## config.mk

```make
export PLATFORM = sky130hd
export DESIGN_NAME = lru_ages
export DESIGN_NICKNAME = d
export VERILOG_FILES = /design/src/hdl/cache_pkg.sv /design/src/hdl/lru_ages.sv
export SDC_FILE = /design/constraint.sdc
export NUM_CORES = 1
export LEC_CHECK = 0
export BUFFER_PORTS_ARGS = -buffer_cell sky130_fd_sc_hd__buf_2
export CAP_MARGIN = 20
export CORE_ASPECT_RATIO = 1.75
export CORE_UTILIZATION = 35
export CTS_BUF_LIST = sky130_fd_sc_hd__clkbuf_2
export DETAILED_ROUTE_END_ITERATION = 6
export PLACE_DENSITY = 0.52
export SYNTH_ARGS = -nofsm -noshare
export SYNTH_HDL_FRONTEND = slang
export SYNTH_SLANG_ARGS = --single-unit
```

## constraint.sdc

```tcl
create_clock -name clk -period 4.4 [get_ports clk]
set_input_delay 0.22 -clock clk [delete_from_list [all_inputs] [get_ports clk]]
set_output_delay 0.22 -clock clk [all_outputs]
set_load 0.03 [all_outputs]
```

## src/hdl/cache_pkg.sv

```systemverilog
package cache_pkg;

	////////////////////////////////////////////////////////////
	// geometry
	////////////////////////////////////////////////////////////
	localparam int ADDR_W     = 32;
	localparam int NUM_SETS   = 16;
	localparam int NUM_WAYS   = 8;
	// address 5:0 is the line offset
	localparam int OFFSET_W   = 6;
	// address 9:6
	localparam int INDEX_W    = 4;
	// address 31:10
	localparam int TAG_W      = 22;
	localparam int WAY_W      = 3;
	localparam int RESP_DEPTH = 4;
	localparam int RESP_PTR_W = 2;
	// hit and miss counter width
	localparam int CNT_W      = 16;

	////////////////////////////////////////////////////////////
	// encodings
	////////////////////////////////////////////////////////////
	// trace op numbers, 5 7 and 9 not handled
	typedef enum logic [3:0] {
		READ_DATA   = 4'd0,
		WRITE_DATA  = 4'd1,
		READ_INSTR  = 4'd2,
		SNOOP_INVAL = 4'd3,
		SNOOP_READ  = 4'd4,
		SNOOP_RWIM  = 4'd6,
		CLEAR_ALL   = 4'd8
	} cache_op_e;

	typedef enum logic [1:0] {MODIFIED, EXCLUSIVE, SHARED, INVALID} mesi_e;

	typedef enum logic [1:0] {SNP_HIT, SNP_HITM, SNP_MISS} snoop_e;

	typedef enum logic [1:0] {IDLE, LOOKUP, UPDATE, CLEAR} ctrl_state_e;

	typedef logic [TAG_W-1:0]   tag_t;
	typedef logic [INDEX_W-1:0] index_t;
	typedef logic [WAY_W-1:0]   way_t;

	// one response word per request
	typedef struct packed {
		cache_op_e         op;
		logic              hit;
		way_t              way;
		// bus answer seen (L1 ops) or answer given (snoops)
		snoop_e            snoop;
		// line state after the op
		mesi_e             state;
		logic [ADDR_W-1:0] addr;
	} resp_t;

endpackage
```

## src/hdl/lru_ages.sv

```systemverilog
`timescale 1ns/100ps

module lru_ages (
	input  logic               clk,
	input  logic               arst_n,
	input  logic               touch,
	input  cache_pkg::index_t  touch_set,
	input  cache_pkg::way_t    touch_way,
	input  logic               reset_set,
	output cache_pkg::way_t    lru_way
);

	// highest age is most recently used
	cache_pkg::way_t age [cache_pkg::NUM_SETS][cache_pkg::NUM_WAYS];

	logic [cache_pkg::NUM_WAYS-1:0] zero_vec;

	// victim is the way at age zero
	always_comb
	begin
		lru_way = '0;
		for (int w = cache_pkg::NUM_WAYS - 1; w >= 0; w--)
		begin
			zero_vec[w] = (age[touch_set][w] == '0);
			if (zero_vec[w])
				lru_way = cache_pkg::WAY_W'(w);
		end
	end

	always_ff @(posedge clk or negedge arst_n)
	begin
		if (!arst_n)
		begin
			// way i starts at age i
			for (int s = 0; s < cache_pkg::NUM_SETS; s++)
				for (int w = 0; w < cache_pkg::NUM_WAYS; w++)
					age[s][w] <= cache_pkg::WAY_W'(w);
		end
		else if (reset_set)
		begin
			for (int w = 0; w < cache_pkg::NUM_WAYS; w++)
				age[touch_set][w] <= cache_pkg::WAY_W'(w);
		end
		else if (touch)
		begin
			for (int w = 0; w < cache_pkg::NUM_WAYS; w++)
			begin
				if (cache_pkg::WAY_W'(w) == touch_way)
					age[touch_set][w] <= cache_pkg::WAY_W'(cache_pkg::NUM_WAYS - 1);
				// only the ways newer than the touched one slide down
				else if (age[touch_set][w] > age[touch_set][touch_way])
					age[touch_set][w] <= age[touch_set][w] - 1'b1;
			end
		end
	end

	// ages of a set stay a permutation
	assert property (@(posedge clk) disable iff (!arst_n) $onehot(zero_vec));

endmodule

```

# [Word-level counts from Yosys, hierarchy flattened]
# Cells that the tools add are included.
[word_totals] output_inout_bits=3 in_bits=11 elab_cells=266 register_bits=384
[op_classes] bitwise=31 n_mux=70 n_reduce_logical=11 eq_ne=7 n_addsub=8 n_lt_le_gt_ge=11
[ops] cell="two-way mux 384 bit" count=32
[ops] cell="OR 384 bit" count=9
[ops] cell="bitwise mux 384 bit" count=8
[ops] cell="AND 256 bit" count=3
[ops] cell="demux 24 bit (select 4 bit)" count=8
[ops] cell="inverter 256 bit" count=3
[ops] cell="OR 256 bit" count=3
[ops] cell="AND 128 bit" count=3
[ops] cell="AND 384 bit" count=1
[ops] cell="inverter 128 bit" count=3
[ops] cell="inverter 384 bit" count=1
[ops] cell="OR 128 bit" count=3
[ops] cell="binary-select mux 24 bit (select 4 bit)" count=1
[ops] cell="two-way mux 24 bit" count=3
[ops] cell="two-way mux 3 bit" count=11
[ops] cell="zero test 3 bit" count=9
[ops] cell="greater-than comparator 3 bit" count=8
[ops] cell="subtractor 3 x 1 -> 3 bit (second input constant)" count=8
[ops] cell="two-way mux 21 bit" count=1
[ops] cell="two-way mux 18 bit" count=1
[ops] cell="two-way mux 15 bit" count=1
[ops] cell="equality test 3 bit (first input constant)" count=4
[ops] cell="two-way mux 12 bit" count=1
[ops] cell="binary-select mux 3 bit (select 3 bit)" count=1
[ops] cell="other kinds (11)" count=12

# [Longest topological paths before layout]
# Gate-level depths: netlist of the first run.
[depth] depth_word=47 depth_mapped=21 ltp_nobuf=13

# [Worst setup path before layout of the first run]
# Ideal clock, no wire load.
[synth_path] path_type="input to register" start="input touch_set[1]" end="register age[243] (netlist name)" arrival_time_ns=4.171 setup_slack_ns=0.104 t_required_ns=4.275 stages=18 path_buffers=7 setup_time_ns=0.125 path_cell_list="buf_6 -> buf_8 -> buf_6 -> buf_6 -> buf_4 -> buf_2 -> mux4_2 -> mux4_2 -> inv_1 -> o2111a_1 -> ha_1 -> nor2b_1 -> o21ai_0 -> a32oi_1 -> o21ai_1 -> clkbuf_1 -> nor2_1 -> mux2_2"
[synth_between] elab_chain_cells=47 elab_cells_between_ends=95 cone_classes="8 x add/sub; 10 x order compare; 55 x mux; 21 x bitwise; 1 x reduce/logical"
[synth_lines] item="start, declared" line_no="lru_ages.sv:7" rtl="input cache_pkg::index_t touch_set,"
[synth_lines] item="inverter 4 -> 5 bit (not written as such) (*)"
[synth_lines] item="binary-select mux 24 bit (select 4 bit)" line_no="lru_ages.sv:51, lru_ages.sv:52"
[synth_lines] item="two-way mux 24 bit (not written as such) (2 in a row)" line_no="lru_ages.sv:51, lru_ages.sv:52"
[synth_lines] item="binary-select mux 3 bit (select 3 bit)" line_no="lru_ages.sv:51" rtl="else if (age[touch_set][w] > age[touch_set][touch_way])"
[synth_lines] item="two-way mux 3 bit (not written as such) (2 in a row)" line_no="lru_ages.sv:51"
[synth_lines] item="greater-than comparator 3 bit" line_no="lru_ages.sv:51"
[synth_lines] item="two-way mux 384 bit" line_no="lru_ages.sv:51"
[synth_lines] item="two-way mux 384 bit" line_no="lru_ages.sv:48" rtl="if (cache_pkg::WAY_W'(w) == touch_way)"
[synth_lines] item="(+29 left out)"
[synth_lines] item="two-way mux 384 bit" line_no="lru_ages.sv:48"
[synth_lines] item="two-way mux 384 bit" line_no="lru_ages.sv:44" rtl="else if (touch)"
[synth_lines] item="two-way mux 384 bit" line_no="lru_ages.sv:39" rtl="else if (reset_set)"
[synth_lines] item="bitwise mux 384 bit" line_no="lru_ages.sv:52" rtl="age[touch_set][w] <= age[touch_set][w] - 1'b1;"
[synth_lines] item="two-way mux 384 bit" line_no="lru_ages.sv:51"
[synth_lines] item="two-way mux 384 bit" line_no="lru_ages.sv:48"
[synth_lines] item="two-way mux 384 bit" line_no="lru_ages.sv:44"
[synth_lines] item="two-way mux 384 bit (*)" line_no="lru_ages.sv:39"
[synth_lines] item="end signal, assigned by index" line_no="lru_ages.sv:42" rtl="age[touch_set][w] <= cache_pkg::WAY_W'(w);"
[synth_lines] item="end signal, assigned by index" line_no="lru_ages.sv:49" rtl="age[touch_set][w] <= cache_pkg::WAY_W'(cache_pkg::NUM_WAYS - 1);"
[synth_lines] item="end signal, assigned by index" line_no="lru_ages.sv:52"
[synth_lines] item="end, declared" line_no="lru_ages.sv:14" rtl="cache_pkg::way_t age [cache_pkg::NUM_SETS][cache_pkg::NUM_WAYS];"
# Mark *: on every way between the ends. The rest lies on a longest branch, timed or not. The select of a mux whose other input is x is not followed.
# A chain may end at the register's enable or synchronous reset.

# [Worst setup path after layout of the first run]
[layout_path] start="register age[96] (netlist name)" end="register age[128] (netlist name)"
[layout_between] elab_chain_cells=46 elab_cells_between_ends=61 cone_classes="1 x add/sub; 8 x order compare; 45 x mux; 7 x bitwise"
[layout_lines] item="start signal, assigned by index" line_no="lru_ages.sv:37" rtl="age[s][w] <= cache_pkg::WAY_W'(w);"
[layout_lines] item="start signal, assigned by index" line_no="lru_ages.sv:42"
[layout_lines] item="start signal, assigned by index" line_no="lru_ages.sv:49"
[layout_lines] item="binary-select mux 24 bit (select 4 bit) (*)" line_no="lru_ages.sv:51, lru_ages.sv:52"
[layout_lines] item="two-way mux 24 bit (not written as such) (*)" line_no="lru_ages.sv:51, lru_ages.sv:52"
[layout_lines] item="two-way mux 24 bit (*)"
[layout_lines] item="binary-select mux 3 bit (select 3 bit)" line_no="lru_ages.sv:51"
[layout_lines] item="two-way mux 3 bit (not written as such) (2 in a row)" line_no="lru_ages.sv:51"
[layout_lines] item="greater-than comparator 3 bit" line_no="lru_ages.sv:51"
[layout_lines] item="two-way mux 384 bit" line_no="lru_ages.sv:51"
[layout_lines] item="two-way mux 384 bit" line_no="lru_ages.sv:48"
[layout_lines] item="(+29 left out)"
[layout_lines] item="two-way mux 384 bit" line_no="lru_ages.sv:48"
[layout_lines] item="two-way mux 384 bit" line_no="lru_ages.sv:44"
[layout_lines] item="two-way mux 384 bit" line_no="lru_ages.sv:39"
[layout_lines] item="bitwise mux 384 bit" line_no="lru_ages.sv:52"
[layout_lines] item="two-way mux 384 bit" line_no="lru_ages.sv:51"
[layout_lines] item="two-way mux 384 bit (*)" line_no="lru_ages.sv:48"
[layout_lines] item="two-way mux 384 bit (*)" line_no="lru_ages.sv:44"
[layout_lines] item="two-way mux 384 bit (*)" line_no="lru_ages.sv:39"
# Marked as above.

==> run_results.csv, run 1 <==
group,metric,value,unit
sta,slew_violations,0,
cts,htree_num_levels,3,
setup_path,crit_chain,"mux4_2, mux2_2, or4_1, nand4_1, a21oi_1, and4_1, buf_4, ha_1, nor2b_1, o21ai_0, a32oi_1, buf_4, nand4_1, buf_4, o32a_1",
sta,finalHoldViolations,0,
setup_path,cp_data_required_time,5.37,ns
floorplan,ioPinCount,14,
global_routing,grt_max_degree,95,
cts,cts_tree,"built",
synthesis,synth_edf_count,0,
floorplan,row_count,120,
drt,drtIter0Drc,1762,
setup_path,crit_path_top_delay_cell,"mux4_2",
setup_path,slowest_delay,0.49,ns
layout,top_register,"age",
synthesis,synthArstFlopShare,1.000,
synthesis,synthTopCellsByCount,"239 x a21oi_1, 204 x o21ai_0, 192 x dfrtp_1, 192 x dfstp_2, 151 x nand2_1",
cts,root_buffer,"clkbuf_2",
synthesis,ys.flop_type,"dfstp_2",
setup_path,cpLargestDelayFamily,"simple AND/OR/NAND/NOR gates",
sta,tightestPinTransition,1.218,ns
sta,fin_ws,0.2015,ns
floorplan,core_area,61260,µm²
synthesis,yosys-top-cells-area,"dfstp_2 23%, dfrtp_1 22%, mux4_2 9.8%",
synthesis,yosysWarningCount,0,
power_and_ir_drop,peakVddDrop,0.2870,mV
placed_design,place_hpwl,61.59,mm
setup_path,crit_buf_inv,3,
setup_path,startpoint_type,"flip-flop",
synthesis,syn_nets,2101,
setup_path,path_depth,15,
floorplan,fp.dieW,190.4,µm
drt,num_vias,19230,
drt,wl_per_cell,27.85,µm
sta,period_minus_slack,4.198,ns
setup_path,end_kind,"flip-flop",
power_and_ir_drop,power,16.80,mW
synthesis,netlist_area,21740,µm²
global_routing,grt_use_met1,0.3179,
drt,drc,0,
floorplan,die-area,63160,µm²
hold_path,holdPathStages,6,
global_routing,grt_util_met2,0.4655,
outcome,status,"finished, final reports clean",
setup_path,r2r_start,"age[96]",
layout,finalNetCount,2336,
synthesis,syn_area_per_cell,10.61,µm²
setup_path,r2r-end,"age[128]",
setup_path,cpMostUsedCell,"buf_4",
cts,path_clk_slew,0.12,ns
power_and_ir_drop,power.density,656.6,nW/µm²
drt,viasPerCell,6.094,
global_routing,grt_busiest_layer,"met2",
global_routing,grt_pass1_vias,19640,
setup_path,reg2reg_depth,15,
sta,slew-limit-headroom,0.1859,
cts,numCtsBuffers,93,
sta,fin_skew,0.09527,ns
global_routing,overflow,0,
cts,clk_latency,1.12,ns
placed_design,place_ws,-0.1847,ns
placed_design,gp_congestion,0.9358,
layout,areaGrowthSynthToFinish,17.69,%
synthesis,yosys.area.top_type,"dfstp_2",
global_routing,grtUsageTotal,0.2824,
sta,setup_viol,0,
layout,num-fill-cells,5888,
drt,firstDrtPassIters,5,
cts,cts.sinks,384,
layout,layout-drive-gt1-share,0.3746,
synthesis,yosysUniqueCellTypes,84,
job,drv_cap,0,
floorplan,dieHeight,331.7,µm
hold_path,min_path_type,"input pin to flip-flop",
sta,rsz0062_at_grt,"false",
synthesis,synth.top_cell.area_share,0.2320,
synthesis,synth.most_common_cell,"a21oi_1",
global_routing,grt_antenna_before_repair,5,
synthesis,syn_inst,2050,
sta,fmax,0.2382,GHz
setup_path,cp.arrival,5.17,ns
setup_path,critPathKind,"flip-flop to flip-flop",
layout,reg_top3,"age x384",
synthesis,ys_seq_elements,384,
drt,wirelength,87.86,mm
cts,clockBufferDepth,3,
setup_path,crit_start,"age[96]",
setup_path,path_max_fanout,8,
floorplan,start_util,0.3549,
setup_path,r2r_slack,0.20,ns
sta,min_period_over_period,0.9542,
global_routing,use_met3,0.05664,
setup_path,crit_end,"age[128]",
placed_design,port_buffers,13,
drt,antenna_left,0,
layout,largest_reg_flops,384,
synthesis,ys_seq_area_frac,0.4530,
global_routing,grt_pass1_wl,130.8,mm
power_and_ir_drop,p_leak,10.56,nW
## worst min path at each step
stage / slack [ns] / from / end
2_1_floorplan: -0.08 / arst_n / age[103]
3_3_place_gp: 0.39 / arst_n / age[380]
3_5_place_dp: 0.39 / arst_n / age[332]
4_1_cts: 0.05 / touch_way[0] / age[144]
5_1_grt: 0.11 / touch_set[1] / age[380]
6_report: 0.17 / touch_set[1] / age[378]
## per-stage QoR
stage	utilization	cells	hold slack (ns)	instance area [µm²]	TNS (ns)
floorplan	-	2050	-0.07559	21740	0
global placement	0.4001	2969	0.3869	24510	-0.4928
detailed placement	0.4001	2969	0.3858	24510	-2.638
CTS	0.4165	3149	0.04915	25510	0
global route	0.4177	3155	0.1131	25590	0
finish	0.4177	3155	0.1675	25590	0
## area by class of cell
class / count / area, µm² / share of cell area
clock buffer: 152 / 760.7 / 0.02973
timing repair buffer: 312 / 2644 / 0.1033
inverter: 30 / 112.6 / 0.004401
sequential: 384 / 9849 / 0.3849
multi-input combinational: 1464 / 11100 / 0.4336
clock inverter: 18 / 130.1 / 0.005085
tap: 793 / 992.2 / 0.03877
antenna: 2 / 5.005 / 0.0001956
## worst reg2reg max path: cells and delay by family, from the launching register on
kind	cells	cell delay (ns)
simple gates	5	1.13
compound gates	4	0.91
mux	2	0.78
buf+inv	3	0.63
flops	1	0.39
fa+ha+maj	1	0.20
## logic make-up after synthesis
family / Yosys count / share of synthesized area
xor+xnor: 6 / 0.002762
compound gates: 759 / 0.2177
flops: 384 / 0.4530
simple gates: 429 / 0.08781
fa+ha+maj: 40 / 0.02302
mux: 230 / 0.1727
buf+inv: 202 / 0.04304
## where the power goes
part           internal (mW)  leakage (nW)  switching [mW]  total, mW
Combinational           3.41          5.51            3.91       7.33
Clock                   1.02         0.694            1.58       2.60
Sequential              5.72          4.36            1.15       6.88
Total                   10.2          10.6            6.65       16.8
## repair_timing
| action | 4_1_cts | 5_1_grt |
|---|---|---|
| hold buffers | 10 | 0 |
| resized for setup | 0 | 7 |
| endpoints found under the hold margin | 345 | 0 |
| setup endpoints to repair | 0 | 22 |
| buffers inserted | 0 | 3 |
## layout by cell type (no fill, tap or decap), types with 19 or more instances in the layout
| cell | n |
|---|---|
| a21oi_1 | 235 |
| a31oi_1 | 55 |
| buf_12 | 23 |
| buf_4 | 270 |
| clkbuf_2 | 152 |
| dfrtp_1 | 192 |
| dfstp_2 | 192 |
| ha_1 | 40 |
| inv_1 | 27 |
| mux2_2 | 87 |
| mux2i_1 | 37 |
| mux4_2 | 95 |
| nand2_1 | 150 |
| nand3_1 | 60 |
| nor2_1 | 125 |
| nor2b_1 | 19 |
| o211ai_1 | 58 |
| o21ai_0 | 203 |
| o22a_1 | 22 |
| o31ai_1 | 25 |
## routing by layer
| layer | vias to the layer above | routed length (µm) |
|---|---|---|
| met2 | 909 | 42740 |
| met5 | - | 23 |
| li1 | 8313 | - |
| met4 | 4 | 7558 |
| met3 | 319 | 6173 |
| met1 | 9681 | 31360 |
Power figures use the tool's default switching activity.
==> run 2, diff against run 1 <==
--- a/config.mk
+++ b/config.mk
@@ -11,6 +11,7 @@
 export CORE_UTILIZATION = 35
 export CTS_BUF_LIST = sky130_fd_sc_hd__clkbuf_2
 export DETAILED_ROUTE_END_ITERATION = 6
+export GPL_TIMING_DRIVEN = 0
 export PLACE_DENSITY = 0.52
 export SYNTH_ARGS = -nofsm -noshare
 export SYNTH_HDL_FRONTEND = slang
==> run 2 against run 1 <==
  * Cell count is 1.4% lower
  * Highest routed layer is now met4
  * Final area shrank 2.6%
  * Power decreased by 0.80%
  * First-iteration DRC count increased by 13%
  * Clock skew fell by 0.015 ns
  * Critical endpoint is now age[345]
  * Critical path depth shrank 1
  * The run now ends with setup timing left
==> run_results.csv, run 2 (synthesized netlist as in run 1, its figures left out) <==
group,metric,value,unit
cts,numCtsBuffers,97,
hold_path,hold_path_startpoint,"touch_way[0]",
setup_path,r2r_slack,-0.004,ns
global_routing,grtUsageTotal,0.3515,
sta,rsz0062_at_grt,"true",
drt,wl_met2,52.12,mm
setup_path,cp.arrival,5.47,ns
setup_path,path_max_fanout,10,
floorplan,ioPinCount,14,
setup_path,end_kind,"flip-flop",
setup_path,critPathKind,"flip-flop to flip-flop",
power_and_ir_drop,peakVddDrop,0.1817,mV
setup_path,cpMostUsedCell,"buf_4",
layout,final_common_cell,"a21oi_1",
cts,clockBufferDepth,3,
drt,drc,0,
layout,layout-drive-gt1-share,0.3253,
power_and_ir_drop,p_leak,9.955,nW
global_routing,grt_max_degree,109,
cts,root_buffer,"clkbuf_2",
drt,num_vias,20030,
setup_path,crit_path_top_delay_cell,"mux4_2",
setup_path,startpoint_type,"flip-flop",
floorplan,row_count,120,
placed_design,gp_congestion,1.000,
layout,finalNetCount,2282,
setup_path,crit_buf_inv,3,
placed_design,port_buffers,9,
floorplan,die-area,63160,µm²
drt,topRoutingLayerUsed,"met4",
setup_path,slowest_delay,0.45,ns
cts,clk_latency,1.22,ns
sta,fin_skew,0.08064,ns
power_and_ir_drop,power.density,668.7,nW/µm²
drt,wirelength,109.7,mm
layout,layout_common_cells,"232 x a21oi_1, 192 x dfstp_2, 192 x dfrtp_1, 190 x o21ai_0, 174 x clkbuf_2",
cts,cts_tree,"built",
drt,wl_per_cell,35.26,µm
outcome,violations,"setup timing",
layout,largest_reg_flops,384,
setup_path,cp_data_required_time,5.47,ns
sta,period_minus_slack,4.404,ns
layout,final_util,0.4069,
job,drv_cap,0,
outcome,status,"complete, but fails checks",
global_routing,grt_pass1_wl,153.4,mm
floorplan,dieHeight,331.7,µm
floorplan,fp.dieW,190.4,µm
layout,reg_top3,"age x384",
cts,htree_num_levels,3,
drt,route.met3.wl,8.256,mm
drt,wirelength_met1,37.50,mm
sta,finalHoldViolations,0,
cts,path_clk_slew,0.11,ns
drt,viasPerCell,6.438,
sta,tns,-0.005121,ns
floorplan,core_area,61260,µm²
hold_path,min_path_type,"input pin to flip-flop",
sta,tightestPinTransition,1.308,ns
sta,fin_ws,-0.004052,ns
sta,slew_violations,0,
cts,cts.sinks,384,
global_routing,grt_pass1_vias,20250,
drt,drtIter0Drc,1990,
drt,firstDrtPassIters,5,
layout,top_register,"age",
sta,slew-limit-headroom,0.1281,
global_routing,grt_antenna_before_repair,2,
global_routing,overflow,0,
setup_path,cpLargestDelayFamily,"compound AO/OA/AOI/OAI gates",
setup_path,crit_start,"age[131]",
setup_path,r2r_start,"age[131]",
sta,fmax,0.2271,GHz
sta,min_period_over_period,1.001,
floorplan,start_util,0.3549,
drt,antenna_left,0,
setup_path,crit_chain,"mux4_2, and2_1, a211oi_2, a311oi_1, o32a_1, o21ai_4, buf_4, ha_1, and3_1, a21oi_2, buf_2, o211ai_1, buf_4, a32o_1",
layout,areaGrowthSynthToFinish,14.63,%
sta,setup_viol,2,
placed_design,place_hpwl,79.74,mm
[run 2: changes by cell type in the layout (fill, tap and decap cells not counted), sizes merged]
cell / previous run / this run
buf: 303 / 135
clkbuf: 152 / 259
clkinv: 14 / 31
diode: 2 / 3
dlygate4sd3: 9 / 8
[run 2: timing repair]
action / in CTS / in global routing
hold buffers: 9 / 0
hold endpoints to repair: 304 / 0
buffers inserted: 21 / 16
setup endpoints to repair: 387 / 203
pin swaps: 10 / 14
resized for setup: 65 / 80
cloned: 0 / 0
[run 2: power by group]
part / switching, mW / total, mW / internal [mW]
Clock: 1.68 / 2.70 / 1.02
Combinational: 4.26 / 7.22 / 2.96
Sequential: 1.03 / 6.75 / 5.72
Total: 6.97 / 16.7 / 9.69
[run 2: cell type report]
cell class | count | area, µm²
Antenna cell | 3 | 7.507
Buffer | 171 | 943.4
Clock buffer | 148 | 740.7
Clock inverter | 35 | 190.2
Fill cell | 6102 | 36330
Inverter | 30 | 112.6
Multi-Input combinational cell | 1464 | 11220
Sequential cell | 384 | 9849
Tap cell | 793 | 992.2
Timing Repair Buffer | 83 | 872.1
[run 2: path summary, 6_finish.rpt]
| check | end | depth (start not counted) |
|---|---|---|
| worst max-delay path | age[345] | 14 |
| worst min-delay path | age[335] | 6 |
| worst max register to register | age[345] | 14 |
| worst min register to register | age[150] | 2 |
| max in group asynchronous | age[35] | 6 |
| min in group asynchronous | age[332] | 4 |
[run 2: layer usage]
layer | up-vias | GRT usage
met4 | 0 | 0.3122
met1 | 10160 | 0.3836
li1 | 8218 | -
met3 | 461 | 0.07396
met5 | - | 0
met2 | 1193 | 0.5711
[run 2: stage by stage]
step | hold slack (ns) | cells | setup slack, ns | power (mW) | area [µm²]
global placement | 0.4523 | 2852 | -4.660 | 13.16 | 22780
detailed placement | 0.08933 | 2876 | -3.136 | 13.40 | 23210
CTS | 0.02117 | 3089 | 0.009006 | 16.30 | 24590
floorplan | -0.07559 | 2050 | 0.1044 | 10.99 | 21740
finish | 0.03620 | 3111 | -0.004052 | 16.67 | 24930
global route | 0.09768 | 3109 | -0.05903 | 17.52 | 24920
[run 2: worst register-to-register path, cell delays in order, from the launching register on]
cell      delay, ns
dfstp_2        0.39
mux4_2         0.45
and2_1         0.19
a211oi_2       0.45
a311oi_1       0.12
o32a_1         0.43
o21ai_4        0.15
buf_4          0.19
ha_1           0.26
and3_1         0.20
a21oi_2        0.30
buf_2          0.33
o211ai_1       0.27
buf_4          0.30
a32o_1         0.26
==> run 3, diff against run 2 <==
--- a/config.mk
+++ b/config.mk
@@ -8,6 +8,7 @@
 export BUFFER_PORTS_ARGS = -buffer_cell sky130_fd_sc_hd__buf_2
 export CAP_MARGIN = 20
 export CORE_ASPECT_RATIO = 1.75
+export CORE_MARGIN = 2
 export CORE_UTILIZATION = 35
 export CTS_BUF_LIST = sky130_fd_sc_hd__clkbuf_2
 export DETAILED_ROUTE_END_ITERATION = 6
==> run 3 against run 2 <==
  * The flow still finishes with violations (setup timing)
  * Largest power group unchanged
  * Critical path depth up 6
  * Combinational power down 2%
  * Critical path type is now input pin to flip-flop
  * Clock power down 4%
  * Sequential share of layout area up 0.53 points
  * Cell count down 0.80%
  * Critical endpoint is now age[297]
  * Flip-flop and latch count unchanged
  * Count of clock-buffer cells in the layout down 5
  * Via count about the same
==> run_results.csv, run 3 (synthesized netlist as in run 1, its figures left out) <==
group,metric,value,unit
sta,tns,-0.4856,ns
placed_design,place_ws,-2.510,ns
layout,layout.cells.non_filler,3086,
cts,cts_tree,"built",
placed_design,place_hpwl,75.92,mm
job,drv_cap,0,
setup_path,r2r_start,"age[43]",
floorplan,dieHeight,333.7,µm
cts,numCtsBuffers,94,
cts,clockBufferDepth,3,
layout,reg_top3,"age x384",
cts,path_clk_slew,0.13,ns
hold_path,holdPathStages,7,
setup_path,r2r-end,"age[297]",
cts,root_buffer,"clkbuf_2",
drt,drtIter0Drc,2206,
setup_path,r2r_slack,-0.03,ns
sta,min_period_over_period,1.019,
power_and_ir_drop,p_leak,9.789,nW
sta,setup_viol,12,
cts,cts.sinks,384,
layout,final_common_cell,"a21oi_1",
sta,finalHoldViolations,0,
drt,antenna_left,0,
sta,fmax,0.2231,GHz
global_routing,grtUsageTotal,0.3295,
layout,layout_common_cells,"232 x a21oi_1, 197 x o21ai_0, 192 x dfstp_2, 192 x dfrtp_1, 167 x clkbuf_2",
global_routing,grt_pass1_wl,147.2,mm
sta,slew_violations,0,
placed_design,port_buffers,9,
cts,clk_latency,1.17,ns
sta,fin_skew,0.1022,ns
layout,areaGrowthSynthToFinish,13.12,%
drt,viasPerCell,6.487,
floorplan,core_area,61260,µm²
layout,top_register,"age",
power_and_ir_drop,power.density,669.1,nW/µm²
cts,htree_num_levels,3,
outcome,status,"complete, but fails checks",
global_routing,overflow,0,
hold_path,hold_end,"age[149]",
floorplan,die-area,64210,µm²
sta,period_minus_slack,4.482,ns
hold_path,min_path_type,"input pin to flip-flop",
sta,holdWs,0.3041,ns
hold_path,hold_path_startpoint,"touch_set[2]",
drt,drc,0,
setup_path,reg2reg_depth,15,
global_routing,grt_antenna_before_repair,6,
floorplan,start_util,0.3549,
placed_design,gp_congestion,1.038,
global_routing,grt_max_degree,109,
setup_path,path_max_fanout,10,
setup_path,end_kind,"flip-flop",
sta,slew-limit-headroom,0.1403,
layout,layout-drive-gt1-share,0.3165,
sta,fin_ws,-0.08229,ns
setup_path,startpoint_type,"input pin",
drt,num_vias,20020,
placed_design,placed_cells,2870,
setup_path,critPathKind,"input pin to flip-flop",
drt,firstDrtPassIters,6,
layout,finalNetCount,2263,
floorplan,row_count,120,
drt,wirelength,105.0,mm
outcome,violations,"setup timing",
setup_path,cp.arrival,5.53,ns
drt,wl_per_cell,34.02,µm
layout,largest_reg_flops,384,
power_and_ir_drop,peakVddDrop,0.2175,mV
global_routing,grt_pass1_vias,20020,
sta,tightestPinTransition,1.285,ns
floorplan,fp.dieW,192.4,µm
setup_path,cp_data_required_time,5.45,ns
setup_path,crit_start,"touch_set[0]",
floorplan,ioPinCount,14,
## run 3: changes by cell type in the layout (fill, tap and decap cells not counted), moves of 4 or more
cell | previous run | this run
buf_4 | 51 | 42
clkinv_1 | 29 | 22
clkbuf_1 | 81 | 85
clkbuf_2 | 174 | 167
buf_8 | 19 | 12
o21ai_0 | 190 | 197
o21ai_2 | 10 | 4
clkinv_2 | 2 | 6
## run 3: report_power, final
part           total (mW)  internal (mW)  switching (mW)
logic                7.11           2.93            4.18
clock network        2.59          0.930            1.66
registers            6.76           5.72            1.05
total                16.5           9.58            6.88
## run 3: layer usage
metal / wire length (µm) / GRT usage / up-vias
met1: 33890 / 0.3435 / 10090
met5: 26 / 0 / -
li1: - / - / 8179
met3: 8919 / 0.08322 / 488
met2: 49880 / 0.5414 / 1255
met4: 12250 / 0.2958 / 4
## run 3: area by class of cell
type                       count  area, µm²
antenna                        2      5.005
clock inverter                32      165.2
sequential                   384       9849
fill                        6131      36660
tap                          793      992.2
timing repair buffer          66      663.1
buffer                       172      922.1
multi-input combinational   1464      11170
inverter                      30      112.6
clock buffer                 143      715.7
## run 3: worst max-delay path: stages
cell and delay (ns):
buf_2 0.12, buf_6 0.17, buf_8 0.19, buf_8 0.20, inv_2 0.49, clkdlybuf4s15_2 0.63, mux2_2 0.49, mux2i_1 0.20
o21ai_1 0.10, a21oi_1 0.19, o2111a_2 0.23, buf_4 0.16, ha_1 0.24, nor2b_1 0.13, o21ai_0 0.30, a21oi_2 0.18
clkbuf_2 0.25, o211ai_1 0.59, o21ai_0 0.16, a32o_1 0.23
## run 3: worst max-delay path by stage
stage | endpoint | slack, ns | cells after the start
2_1_floorplan | age[243] | 0.10 | 18
3_3_place_gp | age[188] | -4.61 | 1
3_5_place_dp | age[3] | -2.51 | 18
4_1_cts | age[57] | 0.0006 | 14
5_1_grt | age[346] | -0.01 | 22
6_report | age[297] | -0.08 | 20
## run 3: stage by stage
step | power, mW | utilization | cell area [µm²]
floorplan | 10.99 | - | 21740
global placement | 13.08 | 0.3719 | 22780
detailed placement | 13.35 | 0.3768 | 23080
CTS | 16.12 | 0.3971 | 24330
global route | 17.30 | 0.4015 | 24590
finish | 16.46 | 0.4015 | 24600
## run 3: what timing repair did
item                                    in CTS  in global routing
gates resized for setup                     50                 64
hold buffers                                 9                  0
pin swaps                                    8                 10
gates cloned                                 0                  0
hold endpoints to repair                   226                  0
endpoints found under the setup margin     386                252
buffers inserted                            14                 13
